**src/source/pci_debug_pkg.sv**
```systemverilog
package pci_debug_pkg;

   // Host port widths.
   localparam int addr_w = 40;
   localparam int id_w   = 16;
   localparam int data_w = 64;
   localparam int len_w  = 8;   // Beats per burst is len + 1.

   // Debug address decode.
   localparam int debug_addr_bit = 36;
   localparam int tile_lsb       = 28;
   localparam int comp_lsb       = 20;
   localparam int field_w        = 8;   // Width of tile and component fields.

   // Only the low part of the address and data goes into a log record.
   localparam int log_addr_w = 32;
   localparam int log_data_w = 32;

   // One event recorded on the memory port.
   typedef struct packed {
      logic                  ar_fire;
      logic                  r_fire;
      logic [id_w-1:0]       arid;
      logic [log_addr_w-1:0] araddr;
      logic [id_w-1:0]       rid;
      logic [log_data_w-1:0] rdata;
      logic                  rlast;
   } log_entry_t;

endpackage

```
**src/source/axi_event_log.sv**
```systemverilog
`timescale 1ns/1ps

module axi_event_log #(
   parameter int log_depth_log2 = 4
) (
   input  logic                               clk,
   input  logic                               rstn,
   input  logic                               mem_arvalid,
   input  logic                               mem_arready,
   input  logic [pci_debug_pkg::id_w-1:0]     mem_arid,
   input  logic [pci_debug_pkg::addr_w-1:0]   mem_araddr,
   input  logic                               mem_rvalid,
   input  logic                               mem_rready,
   input  logic [pci_debug_pkg::id_w-1:0]     mem_rid,
   input  logic [pci_debug_pkg::data_w-1:0]   mem_rdata,
   input  logic                               mem_rlast,
   input  logic                               start,
   input  logic [pci_debug_pkg::len_w-1:0]    arlen,
   input  logic                               rready,
   output logic                               rvalid,
   output logic [pci_debug_pkg::data_w-1:0]   rdata,
   output logic                               rlast,
   output logic [15:0]                        log_size
);
   import pci_debug_pkg::*;

   localparam int depth = 1 << log_depth_log2;

   log_entry_t                log_mem [depth];
   log_entry_t                entry;
   logic [log_depth_log2:0]   wr_ptr;
   logic [log_depth_log2:0]   rd_ptr;
   logic [log_depth_log2:0]   count;
   logic                      ar_fire;
   logic                      r_fire;
   logic                      full;
   logic                      empty;
   logic                      push;
   logic                      pop;
   logic                      active;
   logic [len_w-1:0]          beats_left;

   assign ar_fire = mem_arvalid & mem_arready;
   assign r_fire  = mem_rvalid & mem_rready;

   // Extra pointer bit tells full from empty.
   assign count = wr_ptr - rd_ptr;
   assign full  = (count == (log_depth_log2 + 1)'(depth));
   assign empty = (count == '0);

   assign push = (ar_fire | r_fire) & ~full;   // Drop when full.
   assign pop  = rvalid & rready & ~empty;

   always_comb begin
      entry         = '0;
      entry.ar_fire = ar_fire;
      entry.r_fire  = r_fire;
      entry.arid    = mem_arid;
      entry.araddr  = mem_araddr[log_addr_w-1:0];
      entry.rid     = mem_rid;
      entry.rdata   = mem_rdata[log_data_w-1:0];
      entry.rlast   = mem_rlast;
   end

   always_ff @(posedge clk) begin
      if (push) log_mem[wr_ptr[log_depth_log2-1:0]] <= entry;
   end

   always_ff @(posedge clk) begin
      if (!rstn) begin
         wr_ptr <= '0;
         rd_ptr <= '0;
      end else begin
         if (push) wr_ptr <= wr_ptr + 1'b1;
         if (pop) rd_ptr <= rd_ptr + 1'b1;
      end
   end

   // Playback burst, one beat per cycle while the host accepts.
   always_ff @(posedge clk) begin
      if (!rstn) begin
         active     <= 1'b0;
         beats_left <= '0;
      end else if (start) begin
         active     <= 1'b1;
         beats_left <= arlen;
      end else if (rvalid && rready) begin
         if (rlast) begin
            active <= 1'b0;
         end else begin
            beats_left <= beats_left - 1'b1;
         end
      end
   end

   assign rvalid   = active;
   assign rlast    = active && (beats_left == '0);
   assign log_size = 16'(count);

   always_comb begin
      if (empty) begin
         rdata = '0;   // Beats past the log read as zero.
      end else begin
         rdata = data_w'(log_mem[rd_ptr[log_depth_log2-1:0]]);
      end
   end

endmodule

```
**src/source/debug_read_seq.sv**
```systemverilog
`timescale 1ns/1ps

module debug_read_seq #(
   parameter int n_tiles = 4
) (
   input  logic                                 clk,
   input  logic                                 rstn,
   input  logic                                 pci_arvalid,
   input  logic                                 pci_arready,
   input  logic [pci_debug_pkg::addr_w-1:0]     pci_araddr,
   input  logic [pci_debug_pkg::id_w-1:0]       pci_arid,
   input  logic                                 pci_rvalid,
   input  logic                                 pci_rready,
   input  logic                                 pci_rlast,
   output logic                                 busy,
   output logic [pci_debug_pkg::field_w-1:0]    tile_sel,
   output logic [pci_debug_pkg::field_w-1:0]    comp,
   output logic [pci_debug_pkg::id_w-1:0]       rid_hold,
   output logic [n_tiles-1:0]                   tile_arvalid,
   output logic                                 log_start
);
   import pci_debug_pkg::*;

   typedef enum logic [1:0] {
      st_idle,
      st_received,
      st_waiting
   } state_t;

   state_t state;
   logic   accept;
   logic   last_beat;
   logic   to_log;

   assign accept    = pci_arvalid & pci_arready & pci_araddr[debug_addr_bit];
   assign last_beat = pci_rvalid & pci_rready & pci_rlast;
   assign busy      = (state != st_idle);
   assign to_log    = (tile_sel >= field_w'(n_tiles));   // Ids past the last tile hit the log.

   always_ff @(posedge clk) begin
      if (!rstn) begin
         state <= st_idle;
      end else begin
         case (state)
            st_idle: begin
               if (accept) state <= st_received;
            end
            st_received: state <= st_waiting;
            st_waiting: begin
               if (last_beat) state <= st_idle;
            end
            default: state <= st_idle;
         endcase
      end
   end

   // Request fields, held for the whole read.
   always_ff @(posedge clk) begin
      if (state == st_idle && accept) begin
         tile_sel <= pci_araddr[tile_lsb +: field_w];
         comp     <= pci_araddr[comp_lsb +: field_w];
         rid_hold <= pci_arid;
      end
   end

   always_comb begin
      for (int i = 0; i < n_tiles; i++) begin
         tile_arvalid[i] = (state == st_received) && (tile_sel == field_w'(i));
      end
      log_start = (state == st_received) && to_log;
   end

endmodule

```
**src/source/pci_arbiter_top.sv**
```systemverilog
`timescale 1ns/1ps

module pci_arbiter_top #(
   parameter int n_tiles        = 4,
   parameter int log_depth_log2 = 4
) (
   input  logic                                             clk,
   input  logic                                             rstn,
   input  logic                                             pci_arvalid,
   input  logic [pci_debug_pkg::id_w-1:0]                   pci_arid,
   input  logic [pci_debug_pkg::addr_w-1:0]                 pci_araddr,
   input  logic [pci_debug_pkg::len_w-1:0]                  pci_arlen,
   input  logic                                             pci_rready,
   output logic                                             pci_arready,
   output logic                                             pci_rvalid,
   output logic [pci_debug_pkg::id_w-1:0]                   pci_rid,
   output logic [pci_debug_pkg::data_w-1:0]                 pci_rdata,
   output logic                                             pci_rlast,
   output logic                                             mem_arvalid,
   output logic [pci_debug_pkg::id_w-1:0]                   mem_arid,
   output logic [pci_debug_pkg::addr_w-1:0]                 mem_araddr,
   output logic [pci_debug_pkg::len_w-1:0]                  mem_arlen,
   output logic                                             mem_rready,
   input  logic                                             mem_arready,
   input  logic                                             mem_rvalid,
   input  logic [pci_debug_pkg::id_w-1:0]                   mem_rid,
   input  logic [pci_debug_pkg::data_w-1:0]                 mem_rdata,
   input  logic                                             mem_rlast,
   output logic [n_tiles-1:0]                               tile_arvalid,
   output logic [pci_debug_pkg::len_w-1:0]                  tile_arlen,
   output logic [pci_debug_pkg::field_w-1:0]                tile_comp,
   output logic                                             tile_rready,
   input  logic [n_tiles-1:0]                               tile_rvalid,
   input  logic [n_tiles-1:0]                               tile_rlast,
   input  logic [n_tiles-1:0][pci_debug_pkg::data_w-1:0]    tile_rdata,
   output logic [15:0]                                      log_size
);
   import pci_debug_pkg::*;

   logic               busy;
   logic [field_w-1:0] tile_sel;
   logic [id_w-1:0]    rid_hold;
   logic               log_start;
   logic [len_w-1:0]   arlen_q;
   logic               log_rvalid;
   logic [data_w-1:0]  log_rdata;
   logic               log_rlast;

   assign mem_arid   = pci_arid;
   assign mem_araddr = pci_araddr;
   assign mem_arlen  = pci_arlen;

   // Burst length for the debug target, valid with the request pulse.
   always_ff @(posedge clk) begin
      if (pci_arvalid && pci_arready) arlen_q <= pci_arlen;
   end

   assign tile_arlen  = arlen_q;
   assign tile_rready = busy & pci_rready;

   debug_read_seq #(.n_tiles(n_tiles)) u_seq (
      .clk(clk), .rstn(rstn),
      .pci_arvalid(pci_arvalid), .pci_arready(pci_arready),
      .pci_araddr(pci_araddr), .pci_arid(pci_arid),
      .pci_rvalid(pci_rvalid), .pci_rready(pci_rready), .pci_rlast(pci_rlast),
      .busy(busy), .tile_sel(tile_sel), .comp(tile_comp), .rid_hold(rid_hold),
      .tile_arvalid(tile_arvalid), .log_start(log_start)
   );

   axi_event_log #(.log_depth_log2(log_depth_log2)) u_log (
      .clk(clk), .rstn(rstn),
      .mem_arvalid(mem_arvalid), .mem_arready(mem_arready),
      .mem_arid(mem_arid), .mem_araddr(mem_araddr),
      .mem_rvalid(mem_rvalid), .mem_rready(mem_rready),
      .mem_rid(mem_rid), .mem_rdata(mem_rdata), .mem_rlast(mem_rlast),
      .start(log_start), .arlen(arlen_q), .rready(pci_rready),
      .rvalid(log_rvalid), .rdata(log_rdata), .rlast(log_rlast),
      .log_size(log_size)
   );

   pci_response_steer #(.n_tiles(n_tiles)) u_steer (
      .busy(busy), .tile_sel(tile_sel), .rid_hold(rid_hold),
      .pci_arvalid(pci_arvalid), .pci_araddr(pci_araddr), .pci_rready(pci_rready),
      .mem_arready(mem_arready), .mem_rvalid(mem_rvalid), .mem_rid(mem_rid),
      .mem_rdata(mem_rdata), .mem_rlast(mem_rlast),
      .tile_rvalid(tile_rvalid), .tile_rlast(tile_rlast), .tile_rdata(tile_rdata),
      .log_rvalid(log_rvalid), .log_rdata(log_rdata), .log_rlast(log_rlast),
      .pci_arready(pci_arready), .pci_rvalid(pci_rvalid), .pci_rid(pci_rid),
      .pci_rdata(pci_rdata), .pci_rlast(pci_rlast),
      .mem_arvalid(mem_arvalid), .mem_rready(mem_rready)
   );

endmodule

```
**src/source/pci_response_steer.sv**
```systemverilog
`timescale 1ns/1ps

module pci_response_steer #(
   parameter int n_tiles = 4
) (
   input  logic                                             busy,
   input  logic [pci_debug_pkg::field_w-1:0]                tile_sel,
   input  logic [pci_debug_pkg::id_w-1:0]                   rid_hold,
   input  logic                                             pci_arvalid,
   input  logic [pci_debug_pkg::addr_w-1:0]                 pci_araddr,
   input  logic                                             pci_rready,
   input  logic                                             mem_arready,
   input  logic                                             mem_rvalid,
   input  logic [pci_debug_pkg::id_w-1:0]                   mem_rid,
   input  logic [pci_debug_pkg::data_w-1:0]                 mem_rdata,
   input  logic                                             mem_rlast,
   input  logic [n_tiles-1:0]                               tile_rvalid,
   input  logic [n_tiles-1:0]                               tile_rlast,
   input  logic [n_tiles-1:0][pci_debug_pkg::data_w-1:0]    tile_rdata,
   input  logic                                             log_rvalid,
   input  logic [pci_debug_pkg::data_w-1:0]                 log_rdata,
   input  logic                                             log_rlast,
   output logic                                             pci_arready,
   output logic                                             pci_rvalid,
   output logic [pci_debug_pkg::id_w-1:0]                   pci_rid,
   output logic [pci_debug_pkg::data_w-1:0]                 pci_rdata,
   output logic                                             pci_rlast,
   output logic                                             mem_arvalid,
   output logic                                             mem_rready
);
   import pci_debug_pkg::*;

   logic              is_debug;
   logic              src_rvalid;
   logic              src_rlast;
   logic [data_w-1:0] src_rdata;

   assign is_debug = pci_araddr[debug_addr_bit];

   // Debug source, log unless the id names a tile.
   always_comb begin
      src_rvalid = log_rvalid;
      src_rlast  = log_rlast;
      src_rdata  = log_rdata;
      for (int i = 0; i < n_tiles; i++) begin
         if (tile_sel == field_w'(i)) begin
            src_rvalid = tile_rvalid[i];
            src_rlast  = tile_rlast[i];
            src_rdata  = tile_rdata[i];
         end
      end
   end

   always_comb begin
      if (busy) begin
         pci_arready = 1'b0;
         mem_arvalid = 1'b0;
         mem_rready  = 1'b0;
         pci_rvalid  = src_rvalid;
         pci_rid     = rid_hold;
         pci_rdata   = src_rdata;
         pci_rlast   = src_rlast;
      end else begin
         // Debug addresses never reach memory.
         pci_arready = is_debug ? 1'b1 : mem_arready;
         mem_arvalid = pci_arvalid & ~is_debug;
         mem_rready  = pci_rready;
         pci_rvalid  = mem_rvalid;
         pci_rid     = mem_rid;
         pci_rdata   = mem_rdata;
         pci_rlast   = mem_rlast;
      end
   end

endmodule

```
**config.mk**
```make
export PLATFORM = sky130hd
export DESIGN_NAME = pci_arbiter_top
export DESIGN_NICKNAME = d
export VERILOG_FILES = /design/src/source/pci_debug_pkg.sv /design/src/source/axi_event_log.sv /design/src/source/debug_read_seq.sv /design/src/source/pci_arbiter_top.sv /design/src/source/pci_response_steer.sv
export SDC_FILE = /design/constraint.sdc
export NUM_CORES = 2
export LEC_CHECK = 0
export ABC_AREA = 1
export BUFFER_PORTS_ARGS = -buffer_cell sky130_fd_sc_hd__buf_2
export CAP_MARGIN = 20
export CORE_UTILIZATION = 55
export CTS_BUF_LIST = sky130_fd_sc_hd__clkbuf_16
export DETAILED_ROUTE_END_ITERATION = 8
export PLACE_DENSITY = 0.72
export SLEW_MARGIN = 20
export SYNTH_ARGS = -nofsm -noshare
export SYNTH_HDL_FRONTEND = slang
export SYNTH_SLANG_ARGS = --single-unit
```
**constraint.sdc**
```tcl
create_clock -name clk -period 8.9 [get_ports clk]
set_input_delay 2.225 -clock clk [delete_from_list [all_inputs] [get_ports clk]]
set_output_delay 2.225 -clock clk [all_outputs]
set_load 0.02 [all_outputs]
```
==> results.sh <==
export IMPL_status="finished, final reports clean"
export IMPL_pin_count=601
export IMPL_grt_pass1_vias=33500
export IMPL_period_needed_ns=6.68
export IMPL_critPathArrivalTime_ns=4.46
export IMPL_die_h_um=299
export IMPL_cts_root_buf="clkbuf_16"
export IMPL_postCtsSetupBuffers=0
export IMPL_avgSynthCellArea_um2=10.6
export IMPL_hp_class="reg -> reg"
export IMPL_nNetsFinal=5373
export IMPL_clk_latency_ns=0.68
export IMPL_grt_use_total_pct=32.1
export IMPL_hold_viol=0
export IMPL_maxCapViolCount=0
export IMPL_relSlewSlack_pct=18.3
export IMPL_leakagePower_uw=0.0219
export IMPL_synth_most_common_cell="edfxtp_1"
export IMPL_drt_iter0_drc=4103
export IMPL_vias=35800
export IMPL_cp_end_kind="primary output"
export IMPL_hold_buffers=0
export IMPL_ys_types=32
export IMPL_synthAdderAreaFrac_pct=0.326
export IMPL_synth_edf_count=1064
export IMPL_finalSetupViolCount=0
export IMPL_synth_compound_area_share_pct=14.5
export IMPL_clk_path_buf_depth=3
export IMPL_synthCells=4556
export IMPL_synth_xor_area_share_pct=0.109
export IMPL_crit_path_start_kind="flop"
export IMPL_instances_no_fill=6202
export IMPL_die_w_um=299
export IMPL_cts_made_buffers=106
export IMPL_p_per_area_mw_per_mm2=204
export IMPL_ys_ff_latch=1089
export IMPL_port_buffers=573
export IMPL_cp_data_required_time_ns=6.68
export IMPL_start_util_pct=55.7
export IMPL_drt_first_pass_iters=6
export IMPL_grt_max_degree=195
export IMPL_cts_sinks=1089
export IMPL_cts_resized=0
export IMPL_dpl_hpwl_um=86900
export IMPL_antenna_found_initial=24
export IMPL_cts_tree="done"
export IMPL_grt_pass1_wl_um=210000
export IMPL_fin_setup_tns_ns=0
export IMPL_yosysWarnings=0
export IMPL_tightest_slew_ns=1.23
export IMPL_fin_skew_ns=0.0243
export IMPL_area_growth_pct=13.6
export IMPL_fin_crit_sh_pct=75.1
export IMPL_ant_nets=0
export IMPL_rsz0062_at_grt="no"
export IMPL_die_area_mm2=0.0891
export IMPL_overflow=0
export IMPL_synthTopCellsByArea="edfxtp_1 (66%), o21ai_0 (6.1%), a21oi_1 (5.7%), nand2_1 (5.0%), inv_1 (4.3%)"
export IMPL_filler_cell_count=6755
export IMPL_core_area_mm2=0.0869
export IMPL_clkTransAtPathRegs_ns=0.06
export IMPL_synth_ff_type="edfxtp_1"
export IMPL_finalMaxSlewViolations=0
export IMPL_row_count=108
export IMPL_yosys_area_share_simple_pct=9.75
export IMPL_cp_max_fo=139
export IMPL_hp_start="u_log.beats_left[7]"
export IMPL_routed_wl_um=146000
export IMPL_path_class="reg -> out"
export IMPL_ir_drop_mv=0.153
export IMPL_reg2reg_from="u_seq.state[1]"
export IMPL_yosys_area_top_type="edfxtp_1"
export IMPL_drive_above_1_share_pct=16.3
export IMPL_routedWlPerCell_um=23.5
export IMPL_place_inst=5993
export IMPL_vias_per_cell=5.78
export IMPL_drc=0
export IMPL_synth_top_area_share_pct=66.1
export IMPL_yosysSeqAreaShare_pct=67.1
export IMPL_synthMuxAreaShare_pct=0
export IMPL_synth_top_family_by_area="compound AO/OA/AOI/OAI gates"
export IMPL_place_congestion=0.958
export IMPL_async_flop_share_pct=0
export IMPL_synth_commonest_cells="edfxtp_1 (1064), nand2_1 (650), o21ai_0 (586), inv_1 (556), a21oi_1 (548)"
export IMPL_synth_area_mm2=0.0484
export IMPL_htreeDepth=3
export IMPL_fmax_mhz=150
-- state kept, by name, indices dropped and copies added (netlist names), named ones only --
signal and flops:
tile_arlen 8, u_seq.state 2, u_log.wr_ptr 5, u_log.log_mem 1024, u_seq.rid_hold 16, u_seq.comp 8
u_log.beats_left 8, u_log.rd_ptr 5, u_log.rvalid 1, u_seq.tile_sel 8
-- layout by cell type, fill, tap and decap left out, types with 2 or more instances in the layout --
cell type	n
xor2_1	4
clkinvlp_4	3
dfxtp_1	21
diode_2	10
nand2_1	650
bufinv_16	10
o21ai_0	586
dfxtp_4	4
o21ai_1	77
o211ai_1	117
nand4_1	7
nor2_4	21
xnor2_1	2
nor3_1	5
inv_1	570
conb_1	11
inv_16	2
clkinv_1	25
clkbuf_16	109
inv_6	4
nand3_1	140
nor3_2	2
buf_2	573
a31oi_1	4
buf_12	4
edfxtp_1	1064
clkinv_2	30
ha_1	11
a21oi_1	548
nor2_1	368
buf_4	55
-- layout make-up --
| cell class | instances | area [um^2] | share of cell area, % |
|---|---|---|---|
| diodes | 10 | 25.0 | 0.0455 |
| flip-flops and latches | 1089 | 32500 | 59.1 |
| clock buffers | 109 | 2730 | 4.96 |
| clock inverters | 90 | 699 | 1.27 |
| well taps | 1155 | 1450 | 2.63 |
| multi-input cells | 2560 | 12100 | 22.1 |
| inverters | 557 | 2110 | 3.83 |
| repair buffers | 632 | 3360 | 6.12 |
-- logic make-up after synthesis --
logic type | count (synthesis)
fa+ha+maj | 12
buf+inv | 917
compound gates | 1335
other cells | 1
simple gates | 1196
flops | 1089
xor+xnor | 6
-- per-layer routing --
layer | global-route usage, % | vias to the layer above | part of all wire (%)
met2 | 51.9 | 1963 | 47
met1 | 42.9 | 17100 | 39
li1 | - | 16400 | -
met5 | 0 | - | 0.043
met4 | 13.6 | 10 | 4.2
met3 | 5.73 | 329 | 9.5
-- power breakdown --
| part | switching (uW) | internal [uW] | total, uW |
|---|---|---|---|
| clock network | 1910 | 2510 | 4420 |
| logic | 763 | 291 | 1050 |
| registers | 23.7 | 5700 | 5720 |
| total | 2700 | 8500 | 11200 |
-- per-stage QoR --
step           instance area [um^2]  hold slack (ns)  total power [uW]  util, %  worst slack (ns)
2_1_floorplan                 48400            0.443              6390        -              2.49
3_3_place_gp                  51500            0.474              6850     59.2              2.97
3_5_place_dp                  51500            0.479              6870     59.3              2.97
4_1_cts                       54900            0.488             11200     63.2              2.25
5_1_grt                       54900            0.512             11500     63.2              1.85
6_report                      54900            0.486             11200     63.2              2.22
-- final timing paths --
| kind | endpoint | slack [ns] | cells past startpoint |
|---|---|---|---|
| setup / recovery | pci_rdata[15] | 2.22 | 13 |
| hold / removal | u_log.beats_left[7] | 0.49 | 2 |
| setup reg to reg | u_log.log_mem[15][6] | 4.22 | 10 |
| hold reg to reg | u_log.beats_left[7] | 0.49 | 2 |
-- critical path: stages, from the launching register on --
cell	delay, ns
dfxtp_4	0.56
inv_8	0.65
buf_4	0.62
a21oi_1	0.06
o21ai_0	0.10
o21ai_0	0.11
o21ai_1	0.16
nand2_1	0.07
nand2_1	0.08
nand2_1	0.05
a21oi_1	0.60
o21ai_1	0.29
nand2_1	0.11
buf_2	0.17
Note: power is estimated with default switching activity, not from simulation.
